<file path="src/ifu_pkg.sv">
`default_nettype none

package ifu_pkg;

  // Datapath widths
  localparam int XLEN    = 32;
  localparam int ORDER_W = 64;
  localparam int ERA_W   = 4;

  // Request and data queues
  localparam int FIFO_DEPTH = 8;
  localparam int FIFO_AFULL = 6;
  localparam int FIFO_PTR_W = $clog2(FIFO_DEPTH);
  localparam int FIFO_CNT_W = $clog2(FIFO_DEPTH + 1);

  // Requests still owed an ack, old eras included
  localparam int OUTST_W = 5;

  // Branch target buffer, indexed by PC[5:2]
  localparam int BTB_ENTRIES = 16;
  localparam int BTB_IDX_W   = $clog2(BTB_ENTRIES);
  localparam int BTB_TAG_W   = XLEN - BTB_IDX_W - 2;

  // One issued fetch as recorded in the request queue
  typedef struct packed {
    logic [ORDER_W-1:0] order;
    logic [XLEN-1:0]    pc;
    logic               br_taken;
    logic [XLEN-1:0]    pred_next;
  } fetch_req_t;

endpackage

`default_nettype wire

</file>
<file path="src/ifu_fifo.sv">
`default_nettype none

module ifu_fifo
  import ifu_pkg::*;
#(
  parameter type T = logic [XLEN-1:0]
)
(
  input  logic clk,
  input  logic rst,
  input  logic clr_i,
  input  logic push_i,
  input  T     data_i,
  input  logic pop_i,
  output T     data_o,
  output logic empty_o,
  output logic afull_o
);

  T                      mem_q [FIFO_DEPTH];
  logic [FIFO_PTR_W-1:0] wr_ptr_q;
  logic [FIFO_PTR_W-1:0] rd_ptr_q;
  logic [FIFO_CNT_W-1:0] count_q;

  function automatic logic [FIFO_PTR_W-1:0] next_ptr(input logic [FIFO_PTR_W-1:0] ptr);
    if (ptr == FIFO_PTR_W'(FIFO_DEPTH - 1))
      begin
      return '0;
      end
    return ptr + 1'b1;
  endfunction

  // Head is shown without a register stage
  assign data_o  = mem_q[rd_ptr_q];
  assign empty_o = (count_q == '0);
  assign afull_o = (count_q >= FIFO_CNT_W'(FIFO_AFULL));

  always_ff @(posedge clk)
    begin
    if (push_i)
      begin
      mem_q[wr_ptr_q] <= data_i;
      end
    end

  always_ff @(posedge clk)
    begin
    if (rst || clr_i)
      begin
      wr_ptr_q <= '0;
      rd_ptr_q <= '0;
      count_q  <= '0;
      end
    else
      begin
      if (push_i)
        begin
        wr_ptr_q <= next_ptr(wr_ptr_q);
        end
      if (pop_i)
        begin
        rd_ptr_q <= next_ptr(rd_ptr_q);
        end
      case ({push_i, pop_i})
        2'b10:   count_q <= count_q + 1'b1;
        2'b01:   count_q <= count_q - 1'b1;
        default: count_q <= count_q;
      endcase
      end
    end

  a_no_push_full: assert property (@(posedge clk) disable iff (rst)
    push_i && !clr_i |-> count_q != FIFO_CNT_W'(FIFO_DEPTH));

  a_no_pop_empty: assert property (@(posedge clk) disable iff (rst)
    pop_i && !clr_i |-> !empty_o);

endmodule

`default_nettype wire

</file>
<file path="src/ifu_btb.sv">
`default_nettype none

module ifu_btb
  import ifu_pkg::*;
(
  input  logic            clk,
  input  logic            rst,

  input  logic [XLEN-1:0] lookup_pc_i,
  output logic            hit_o,
  output logic [XLEN-1:0] target_o,

  input  logic            upd_vld_i,
  input  logic [XLEN-1:0] upd_pc_i,
  input  logic [XLEN-1:0] upd_target_i
);

  logic [BTB_ENTRIES-1:0] valid_q;
  logic [BTB_TAG_W-1:0]   tag_q [BTB_ENTRIES];
  logic [XLEN-1:0]        target_q [BTB_ENTRIES];

  logic [BTB_IDX_W-1:0]   lkp_idx;
  logic [BTB_TAG_W-1:0]   lkp_tag;
  logic [BTB_IDX_W-1:0]   upd_idx;
  logic [BTB_TAG_W-1:0]   upd_tag;

  // Word aligned PCs, so bits 1:0 never take part
  assign lkp_idx = lookup_pc_i[BTB_IDX_W+1:2];
  assign lkp_tag = lookup_pc_i[XLEN-1:BTB_IDX_W+2];
  assign upd_idx = upd_pc_i[BTB_IDX_W+1:2];
  assign upd_tag = upd_pc_i[XLEN-1:BTB_IDX_W+2];

  // Same cycle lookup for the fetch controller
  assign hit_o    = valid_q[lkp_idx] && (tag_q[lkp_idx] == lkp_tag);
  assign target_o = target_q[lkp_idx];

  always_ff @(posedge clk)
    begin
    if (rst)
      begin
      valid_q <= '0;
      end
    else if (upd_vld_i)
      begin
      valid_q[upd_idx] <= 1'b1;
      end
    end

  // A resolved branch replaces whatever held its line
  always_ff @(posedge clk)
    begin
    if (upd_vld_i)
      begin
      tag_q[upd_idx]    <= upd_tag;
      target_q[upd_idx] <= upd_target_i;
      end
    end

endmodule

`default_nettype wire

</file>
<file path="src/ifu_fetch_ctrl.sv">
`default_nettype none

module ifu_fetch_ctrl
  import ifu_pkg::*;
(
  input  logic               clk,
  input  logic               rst,

  input  logic               exu_redir_i,
  input  logic [XLEN-1:0]    exu_pc_next_i,
  input  logic [ORDER_W-1:0] exu_order_next_i,

  input  logic               req_afull_i,
  input  logic               btb_hit_i,
  input  logic [XLEN-1:0]    btb_target_i,
  output logic [XLEN-1:0]    lookup_pc_o,

  output logic               req_push_o,
  output fetch_req_t         req_o,

  output logic               bus_stb_o,
  output logic               bus_cyc_o,
  output logic [XLEN-1:0]    bus_adr_o,
  output logic               bus_tga_o,
  output logic [ERA_W-1:0]   bus_tgc_o,
  input  logic               bus_stall_i,
  input  logic               bus_ack_i,
  input  logic [XLEN-1:0]    bus_dat_i,
  input  logic [ERA_W-1:0]   bus_tgc_i,

  output logic               data_push_o,
  output logic [XLEN-1:0]    data_o,
  output logic               flush_o
);

  logic [XLEN-1:0]    pc_q;
  logic [ORDER_W-1:0] order_q;
  logic [ERA_W-1:0]   era_q;
  logic               flush_q;
  logic               issue_en_q;
  logic [OUTST_W-1:0] outst_q;
  logic               rsp_vld_q;
  logic [XLEN-1:0]    rsp_dat_q;
  logic               accept;
  logic [XLEN-1:0]    pc_next;

  assign pc_next = btb_hit_i ? btb_target_i : pc_q + XLEN'(4);

  // The queue clear in the flush cycle would drop any push made then
  assign bus_stb_o = issue_en_q & ~flush_q & ~req_afull_i;
  assign accept    = bus_stb_o & ~bus_stall_i;
  // Cycle stays open until every old ack is back
  assign bus_cyc_o = bus_stb_o | (outst_q != '0);
  assign bus_adr_o = pc_q;
  assign bus_tga_o = btb_hit_i;
  assign bus_tgc_o = era_q;

  assign lookup_pc_o = pc_q;
  assign req_push_o  = accept;
  assign req_o       = '{order: order_q, pc: pc_q, br_taken: btb_hit_i, pred_next: pc_next};

  assign data_push_o = rsp_vld_q;
  assign data_o      = rsp_dat_q;
  assign flush_o     = flush_q;

  always_ff @(posedge clk)
    begin
    if (rst)
      begin
      pc_q       <= '0;
      order_q    <= '0;
      era_q      <= '0;
      flush_q    <= 1'b0;
      issue_en_q <= 1'b0;
      rsp_vld_q  <= 1'b0;
      end
    else
      begin
      issue_en_q <= 1'b1;
      flush_q    <= exu_redir_i;
      // Stale eras are dropped here
      rsp_vld_q  <= bus_ack_i && (bus_tgc_i == era_q);
      if (exu_redir_i)
        begin
        pc_q    <= exu_pc_next_i;
        order_q <= exu_order_next_i;
        era_q   <= era_q + 1'b1;
        end
      else if (accept)
        begin
        pc_q    <= pc_next;
        order_q <= order_q + 1'b1;
        end
      end
    end

  always_ff @(posedge clk)
    begin
    rsp_dat_q <= bus_dat_i;
    end

  always_ff @(posedge clk)
    begin
    if (rst)
      begin
      outst_q <= '0;
      end
    else
      begin
      case ({accept, bus_ack_i})
        2'b10:   outst_q <= outst_q + 1'b1;
        2'b01:   outst_q <= outst_q - 1'b1;
        default: outst_q <= outst_q;
      endcase
      end
    end

  // Slave may only answer a request it has taken
  a_ack_owed: assert property (@(posedge clk) disable iff (rst)
    bus_ack_i |-> outst_q != '0);

endmodule

`default_nettype wire

</file>
<file path="src/ifu_deliver.sv">
`default_nettype none

module ifu_deliver
  import ifu_pkg::*;
(
  input  logic               clk,
  input  logic               rst,
  input  logic               flush_i,

  input  logic               req_empty_i,
  input  fetch_req_t         req_i,
  input  logic               data_empty_i,
  input  logic [XLEN-1:0]    data_i,
  output logic               pop_o,

  input  logic               ifu_rdy_i,
  output logic               ifu_vld_o,
  output logic [XLEN-1:0]    ifu_inst_o,
  output logic [XLEN-1:0]    ifu_pc_o,
  output logic [ORDER_W-1:0] ifu_order_o,
  output logic               ifu_br_taken_o,
  output logic [XLEN-1:0]    ifu_pred_next_o
);

  logic vld_q;

  // Both heads together, and only when the output slot frees up
  assign pop_o = ~req_empty_i & ~data_empty_i & ~flush_i & (~vld_q | ifu_rdy_i);

  // Old path entry must not reach decode in the flush cycle
  assign ifu_vld_o = vld_q & ~flush_i;

  always_ff @(posedge clk)
    begin
    if (rst || flush_i)
      begin
      vld_q <= 1'b0;
      end
    else if (pop_o)
      begin
      vld_q <= 1'b1;
      end
    else if (ifu_rdy_i)
      begin
      vld_q <= 1'b0;
      end
    end

  always_ff @(posedge clk)
    begin
    if (pop_o)
      begin
      ifu_inst_o      <= data_i;
      ifu_pc_o        <= req_i.pc;
      ifu_order_o     <= req_i.order;
      ifu_br_taken_o  <= req_i.br_taken;
      ifu_pred_next_o <= req_i.pred_next;
      end
    end

  a_hold_stalled: assert property (@(posedge clk) disable iff (rst)
    ifu_vld_o && !ifu_rdy_i |=> (ifu_vld_o || flush_i)
      && $stable(ifu_inst_o) && $stable(ifu_pc_o) && $stable(ifu_order_o)
      && $stable(ifu_br_taken_o) && $stable(ifu_pred_next_o));

endmodule

`default_nettype wire

</file>
<file path="src/ifu_top.sv">
`default_nettype none

// Bus error and retry are not handled; the slave is expected to never raise them
module ifu_top
  import ifu_pkg::*;
(
  input  logic               clk,
  input  logic               rst,

  input  logic               exu_redir_i,
  input  logic [XLEN-1:0]    exu_pc_next_i,
  input  logic [ORDER_W-1:0] exu_order_next_i,
  input  logic               exu_upd_vld_i,
  input  logic [XLEN-1:0]    exu_upd_pc_i,
  input  logic [XLEN-1:0]    exu_upd_target_i,

  output logic               bus_stb_o,
  output logic               bus_cyc_o,
  output logic [XLEN-1:0]    bus_adr_o,
  output logic               bus_tga_o,
  output logic [ERA_W-1:0]   bus_tgc_o,
  input  logic               bus_stall_i,
  input  logic               bus_ack_i,
  input  logic [XLEN-1:0]    bus_dat_i,
  input  logic [ERA_W-1:0]   bus_tgc_i,

  input  logic               ifu_rdy_i,
  output logic               ifu_vld_o,
  output logic [XLEN-1:0]    ifu_inst_o,
  output logic [XLEN-1:0]    ifu_pc_o,
  output logic [ORDER_W-1:0] ifu_order_o,
  output logic               ifu_br_taken_o,
  output logic [XLEN-1:0]    ifu_pred_next_o
);

  logic [XLEN-1:0] lookup_pc;
  logic            btb_hit;
  logic [XLEN-1:0] btb_target;

  logic            flush;
  logic            pop;

  logic            req_push;
  fetch_req_t      req_in;
  fetch_req_t      req_head;
  logic            req_empty;
  logic            req_afull;

  logic            data_push;
  logic [XLEN-1:0] data_in;
  logic [XLEN-1:0] data_head;
  logic            data_empty;

  ifu_fetch_ctrl fetch_ctrl0 (
    .clk              ( clk              ),
    .rst              ( rst              ),
    .exu_redir_i      ( exu_redir_i      ),
    .exu_pc_next_i    ( exu_pc_next_i    ),
    .exu_order_next_i ( exu_order_next_i ),
    .req_afull_i      ( req_afull        ),
    .btb_hit_i        ( btb_hit          ),
    .btb_target_i     ( btb_target       ),
    .lookup_pc_o      ( lookup_pc        ),
    .req_push_o       ( req_push         ),
    .req_o            ( req_in           ),
    .bus_stb_o        ( bus_stb_o        ),
    .bus_cyc_o        ( bus_cyc_o        ),
    .bus_adr_o        ( bus_adr_o        ),
    .bus_tga_o        ( bus_tga_o        ),
    .bus_tgc_o        ( bus_tgc_o        ),
    .bus_stall_i      ( bus_stall_i      ),
    .bus_ack_i        ( bus_ack_i        ),
    .bus_dat_i        ( bus_dat_i        ),
    .bus_tgc_i        ( bus_tgc_i        ),
    .data_push_o      ( data_push        ),
    .data_o           ( data_in          ),
    .flush_o          ( flush            )
  );

  ifu_btb btb0 (
    .clk          ( clk              ),
    .rst          ( rst              ),
    .lookup_pc_i  ( lookup_pc        ),
    .hit_o        ( btb_hit          ),
    .target_o     ( btb_target       ),
    .upd_vld_i    ( exu_upd_vld_i    ),
    .upd_pc_i     ( exu_upd_pc_i     ),
    .upd_target_i ( exu_upd_target_i )
  );

  ifu_fifo #(.T(fetch_req_t)) req_q (
    .clk     ( clk       ),
    .rst     ( rst       ),
    .clr_i   ( flush     ),
    .push_i  ( req_push  ),
    .data_i  ( req_in    ),
    .pop_i   ( pop       ),
    .data_o  ( req_head  ),
    .empty_o ( req_empty ),
    .afull_o ( req_afull )
  );

  // Never fuller than req_q, so its almost-full goes unused
  ifu_fifo #(.T(logic [XLEN-1:0])) data_q (
    .clk     ( clk        ),
    .rst     ( rst        ),
    .clr_i   ( flush      ),
    .push_i  ( data_push  ),
    .data_i  ( data_in    ),
    .pop_i   ( pop        ),
    .data_o  ( data_head  ),
    .empty_o ( data_empty ),
    .afull_o (            )
  );

  ifu_deliver deliver0 (
    .clk             ( clk             ),
    .rst             ( rst             ),
    .flush_i         ( flush           ),
    .req_empty_i     ( req_empty       ),
    .req_i           ( req_head        ),
    .data_empty_i    ( data_empty      ),
    .data_i          ( data_head       ),
    .pop_o           ( pop             ),
    .ifu_rdy_i       ( ifu_rdy_i       ),
    .ifu_vld_o       ( ifu_vld_o       ),
    .ifu_inst_o      ( ifu_inst_o      ),
    .ifu_pc_o        ( ifu_pc_o        ),
    .ifu_order_o     ( ifu_order_o     ),
    .ifu_br_taken_o  ( ifu_br_taken_o  ),
    .ifu_pred_next_o ( ifu_pred_next_o )
  );

endmodule

`default_nettype wire

</file>
<file path="config.mk">
export PLATFORM = sky130hd
export DESIGN_NAME = ifu_top
export DESIGN_NICKNAME = d
export VERILOG_FILES = /design/src/ifu_pkg.sv /design/src/ifu_fifo.sv /design/src/ifu_btb.sv /design/src/ifu_fetch_ctrl.sv /design/src/ifu_deliver.sv /design/src/ifu_top.sv
export SDC_FILE = /design/constraint.sdc
export NUM_CORES = 2
export LEC_CHECK = 0
export BUFFER_PORTS_ARGS = -buffer_cell sky130_fd_sc_hd__buf_4
export CORE_MARGIN = 2
export CORE_UTILIZATION = 30
export DETAILED_ROUTE_END_ITERATION = 12
export GPL_TIMING_DRIVEN = 0
export PLACE_DENSITY_LB_ADDON = 0.15
export SLEW_MARGIN = 20
export SYNTH_ARGS = -nofsm -noshare
export SYNTH_HDL_FRONTEND = slang
export SYNTH_SLANG_ARGS = --single-unit
</file>
<file path="constraint.sdc">
create_clock -name clk -period 16.65 [get_ports clk]
set_input_delay 3.33 -clock clk [delete_from_list [all_inputs] [get_ports clk]]
set_output_delay 3.33 -clock clk [all_outputs]
set_load 0.01 [all_outputs]
</file>
**Word-level counts from Yosys, hierarchy flattened**

Memories as Yosys holds them, arrays and structs flattened. A register that Yosys moved wholly into a read port is not among the register bits.
Index checks and enable logic that the tools add are counted.

- Word-level logic and storage cells: 122
- Output and inout bits: 201
- Input port bits: 203
- Memories kept: 4
- Bits in registers: 177
- Bits in writable memories: 2216

Memories:

| memory | words | bits a word | rd ports | clocked after memory_dff | wr ports | line | source |
|---|---|---|---|---|---|---|---|
| req_q.mem_q | 8 | 129 | 1 | 1 | 1 | ifu_fifo.sv:20 | `T mem_q [FIFO_DEPTH];` |
| btb0.target_q | 16 | 32 | 1 | 1 | 1 | ifu_btb.sv:20 | `logic [XLEN-1:0] target_q [BTB_ENTRIES];` |
| btb0.tag_q | 16 | 26 | 1 | 1 | 1 | ifu_btb.sv:19 | `logic [BTB_TAG_W-1:0] tag_q [BTB_ENTRIES];` |
| data_q.mem_q | 8 | 32 | 1 | 1 | 1 | ifu_fifo.sv:20 |  |

- Order comparisons: 4
- Equal/unequal tests: 12
- Bitwise gates (word level): 16
- Add/sub/neg operators: 13
- Muxes and demuxes: 45
- Reduce and logical (&&, ||, !) cells: 12

Operators by type and width:

| operator | count |
|---|---|
| $mux 64 | 2 |
| $mux 32 | 3 |
| $add 64x1->64 const B | 1 |
| $add 32x3->32 const B | 1 |
| $eq 26x26->1 | 1 |
| $mux 3 | 8 |
| $mux 1 | 23 |
| $mux 4 | 4 |
| $or 16x16->16 | 1 |
| $pmux 4 s2 | 2 |
| $add 3x1->3 const B | 4 |
| $add 4x1->4 const B | 3 |
| $eq 3x3->1 const B | 4 |
| $lt 4x5->1 const B | 2 |
| $pmux 5 s2 | 1 |
| $reduce_bool 2->1 | 5 |
| $logic_not 4->1 | 2 |
| $sub 4x1->4 const B | 2 |
| $and 1x1->1 | 7 |
| $eq 2x1->1 const B | 3 |
| $eq 2x2->1 const B | 3 |
| $not 1->1 | 6 |
| $add 5x1->5 const B | 1 |
| $reduce_bool 5->1 | 1 |
| 9 further kinds | 12 |

**Depth between registers and ports, before layout**

- Depth after elaboration: 8
- Gate-level depth with buffers: 17
- Depth with buffers taken out: 13

**By module**

Synthesis repeated with hierarchy kept, for this count alone.

- Cell total of the unflattened synthesis: 4751
- Area total of the unflattened synthesis: 99555.5 µm²

Modules (own cells, without submodules):

| module | times used | area an instance (µm²) | cells an instance |
|---|---|---|---|
| ifu_fifo at req_q | 1 | 39811.9 | 1567 |
| ifu_btb | 1 | 36088.4 | 1518 |
| ifu_fifo at data_q | 1 | 10416.2 | 444 |
| ifu_fetch_ctrl | 1 | 8334.2 | 1054 |
| ifu_deliver | 1 | 4904.7 | 168 |

**Worst setup path before layout**

OpenSTA, ideal clock, no wires.

- Path type: input -> register
- Start point: input bus_stall_i
- End point: memory req_q.mem_q[1][0] (netlist bit) (enable)
- Slack: -1.384 ns
- Arrival: 17.055 ns
- Data required time: 15.671 ns
- Setup time: 0.979 ns
- Stages: 4
- Buffers on the path: 1
- Cell sequence: nor2_1 inv_1 clkbuf_1 nor4b_1

- Word-level cells in the longest chain between the ends: 4

Ends and longest elaborated chain:

| what | line | source |
|---|---|---|
| start, declared | ifu_top.sv:22 | `input logic bus_stall_i,` |
| $not 1->1 | ifu_fetch_ctrl.sv:51 | `assign accept = bus_stb_o & ~bus_stall_i;` |
| $and 1x1->1 | ifu_fetch_ctrl.sv:51 |  |
| $mux 1 | ifu_fifo.sv:40 | `if (push_i)` |
| $mux 1 (not written as such) | ifu_fifo.sv:42 | `mem_q[wr_ptr_q] <= data_i;` |
| end, declared | ifu_fifo.sv:20 |  |

Every way passes these cells.

==> impl_metrics.env <==
export IMPL_cp_slowest_stage_delay_ps=880
export IMPL_report_power_total_w=0.01413
export IMPL_core_footprint_um2=321400
export IMPL_top_level_ports=404
export IMPL_route_detailed_wl_per_inst_um=28.83
export IMPL_layout_commonest_cell="sky130_fd_sc_hd__edfxtp_1"
export IMPL_worstPathArrival_ps=6480
export IMPL_timing_worst_setup_path_type="reg -> out"
export IMPL_stdcell_count=10070
export IMPL_timing_critical_path_to_type="output pin"
export IMPL_period_utilization_post_route=0.5893
export IMPL_timing_slew_headroom=0.2439
export IMPL_crit_path_cell_trace="buf_2, buf_2, buf_1, clkbuf_1, nor3_1, nor3_1, xnor2_1, nand4_1, nor4_1, nor4b_4, buf_6, buf_6, buf_4"
export IMPL_ys_top_cells_by_area="sky130_fd_sc_hd__edfxtp_1 74%, sky130_fd_sc_hd__mux4_2 13%, sky130_fd_sc_hd__dfxtp_1 3.7%, sky130_fd_sc_hd__mux2_2 2.3%, sky130_fd_sc_hd__mux2i_1 0.87%"
export IMPL_placed_cells_incl_taps=9535
export IMPL_post_cts_setup_buffer_count=0
export IMPL_cp_max_fo=18
export IMPL_final_design_area_no_fill_um2=118800
export IMPL_drt_first_pass_iters=5
export IMPL_tightestPinTransition_ps=1124
export IMPL_maxSlewViolCount=0
export IMPL_detailedPlacementHpwl_mm=205.3
export IMPL_leakage_power_nw=38.32
export IMPL_run_status="finished, final reports clean"
export IMPL_synth_cells=4500
export IMPL_synth_async_reset_ratio=0
export IMPL_seqCellArea_um2=75000
export IMPL_drt_antenna_violating_nets=0
export IMPL_min_delay_path_depth=2
export IMPL_final_fill_count=29550
export IMPL_number_of_global_route_vias_before_repair=50240
export IMPL_floorplan_initialDensity=0.3020
export IMPL_cap_viol_max_count=0
export IMPL_first_iter_violations=4555
export IMPL_number_of_cells_upsized_or_downsized_after_cts=0
export IMPL_numClockSinks=2558
export IMPL_most_frequent_cells_in_the_layout="2377 x sky130_fd_sc_hd__edfxtp_1, 569 x sky130_fd_sc_hd__mux4_2, 545 x sky130_fd_sc_hd__buf_4"
export IMPL_hold_viol_final=0
export IMPL_number_of_buffers_added_on_ports=400
export IMPL_maximum_number_of_pins_on_one_net_before_global_route_repair=41
export IMPL_timing_reg2reg_setup_slack_ps=10320
export IMPL_timing_fmax_ghz=0.1019
export IMPL_p_per_area_nw_per_um2=118.9
export IMPL_floorplan_die_height_um=572.8
export IMPL_routed_via_density=4.843
export IMPL_cts_root_to_sink_buffers=4
export IMPL_timing_final_crit_period_ps=9812
export IMPL_wire_length_of_the_first_global_routing_pass_mm=402.6
export IMPL_ys_seq_elements=2558
export IMPL_syn_avg_cell_area_um2=21.57
export IMPL_die_width_um=572.8
export IMPL_peak_supply_drop_uv=78.49
export IMPL_dr_total_vias=48760
export IMPL_synthesis_area_um2=97060
export IMPL_final_hold_worst_slack_ps=468.2
export IMPL_timing_rr_end="req_q.mem_q[1][2]"
export IMPL_path_clk_slew_ps=60
export IMPL_die_area_um2=328100
export IMPL_timing_hold_worst_start="btb0.valid_q[9]"
export IMPL_syn_num_nets=4727
export IMPL_gp_congestion=0.7850
export IMPL_ff2ff_path_depth=14
export IMPL_synth_cell_types=62
export IMPL_number_of_rows_in_the_core_area=208
export IMPL_part_of_the_yosys_area_used_for_sequential_elements=0.7728
export IMPL_htree_num_levels=5
export IMPL_rsz0062_at_grt="false"
export IMPL_cts_root_buffer_cell="sky130_fd_sc_hd__clkbuf_16"
export IMPL_timing_critical_path_slowest_stage_cell="sky130_fd_sc_hd__buf_1"
export IMPL_yosys_warnings=0
export IMPL_synth_ff_type="sky130_fd_sc_hd__edfxtp_1"
export IMPL_dpl_cell_area_um2=109400
export IMPL_cp_buffers_inverters=7
export IMPL_min_to="btb0.valid_q[9]"
export IMPL_clock_tree_from_tritoncts="done"
export IMPL_cts_buffers_inserted=292
export IMPL_globalRouteOverflowTotal=0
export IMPL_grt_util_all_layers=0.1734
export IMPL_yosys_area_top_type_share=0.7354
export IMPL_holdBufCountCts=0
export IMPL_skew_ps=43.52
export IMPL_multi_input_comb_area_um2=21270
export IMPL_finalNetCount=5752
export IMPL_setup_viol=0
export IMPL_most_area_hungry_cell_type_in_the_yosys_netlist="sky130_fd_sc_hd__edfxtp_1"
export IMPL_category_of_the_worst_setup_path_launch_point="flop"
export IMPL_totalWireLength_mm=290.3
export IMPL_grt_antenna_before_repair=48
export IMPL_fin_setup_tns_ps=0
export IMPL_critical_path_top_delay_family="buffers and inverters"
export IMPL_detail_route_drc_violations=0
export IMPL_worstPathRequired_ps=13320
export IMPL_layout_area_overhead_vs_synth_pct=22.42
export IMPL_worst_hold_path_type="reg -> reg"
export IMPL_final_layout_size_suffix_gt1_frac=0.3588
export IMPL_clk_latency_ps=890
export IMPL_number_of_enable_type_register_cells_in_the_synthesized_netlist=2377
[power by group]
part	switching [W]	total, W	internal [W]
clock	0.00260	0.00633	0.00372
combinational	0.000353	0.000596	0.000243
sequential	0.0000890	0.00720	0.00712
[how the worst max path moves through the flow]
stage	start	end	slack, ps	cells after the start
after floorplan	bus_stall_i	req_q.mem_q[1][0]	-1380	4
after global placement	bus_stall_i	req_q.mem_q[1][45]	-20110	5
after detailed placement	flop	bus_tga_o	7710	13
after CTS	flop	bus_tga_o	6730	13
after global routing	flop	bus_tga_o	6660	13
final	flop	bus_tga_o	6840	13
[synth_stat cells (all sizes together) (26+ instances only)]
cell / count
xnor2: 61
buf: 91
nand2: 69
inv: 26
a31o: 30
dfxtp: 181
clkbuf: 131
edfxtp: 2377
a22o: 28
mux4: 569
xor2: 62
nor2: 203
nand3: 38
a21oi: 87
mux2i: 84
mux2: 196
[layer usage]
metal  wire length, um  share of wire  track usage  vias to the layer above
met2            142800           0.49       0.2904                     1351
met5               254        0.00088            0                        -
li1                  -              -            -                    20710
met1            124000           0.43       0.2318                    26280
met4              6959          0.024      0.04542                       42
met3             16250          0.056      0.03136                      380
[worst register-to-register path: cells and delay by family (launching register included)]
kind / cells / cell delay, ps
AND/OR/NAND/NOR: 6 / 2090
AO/OA/AOI/OAI: 1 / 210
buffers and inverters: 6 / 2960
flip-flops: 1 / 460
XOR/XNOR: 1 / 200
[through the flow]
step                utilization  setup slack (ps)
finish                   0.3697              6838
detailed placement       0.3404              7714
global route             0.3696              6660
global placement         0.3281            -20110
CTS                      0.3695              6730
floorplan                     -             -1384
[cell type report]
class,count,area share
Tap cell,4305,0.04533
Sequential cell,2558,0.6312
Clock inverter,145,0.01257
Buffer,222,0.008150
Antenna cell,11,0.0002317
Inverter,29,0.0009161
Timing Repair Buffer,731,0.05633
Clock buffer,377,0.06624
Multi-Input combinational cell,1691,0.1790
[registers in the layout, indices dropped and copies added, names as in the netlist, 3 cells and up, named ones only]
| register | cells |
|---|---|
| btb0.tag_q | 416 |
| btb0.target_q | 512 |
| btb0.valid_q | 16 |
| data_q.count_q | 4 |
| data_q.mem_q | 256 |
| data_q.rd_ptr_q | 3 |
| data_q.wr_ptr_q | 3 |
| deliver0.ifu_inst_o | 32 |
| deliver0.ifu_order_o | 64 |
| deliver0.ifu_pc_o | 32 |
| deliver0.ifu_pred_next_o | 32 |
| fetch_ctrl0.bus_adr_o | 32 |
| fetch_ctrl0.bus_tgc_o | 4 |
| fetch_ctrl0.data_o | 32 |
| fetch_ctrl0.order_q | 64 |
| fetch_ctrl0.outst_q | 5 |
| req_q.count_q | 4 |
| req_q.mem_q | 1032 |
| req_q.rd_ptr_q | 3 |
| req_q.wr_ptr_q | 3 |
[cell families after synthesis]
group,synth area share
xor gates and xnor gates,0.01110
adders and majority gates,0.003326
muxes,0.1634
and+or+nand+nor,0.02293
buffers and inverters,0.01051
DFF,0.7728
AOI/OAI and AO/OA,0.01595
Note: power is estimated with default switching activity, not from simulation.
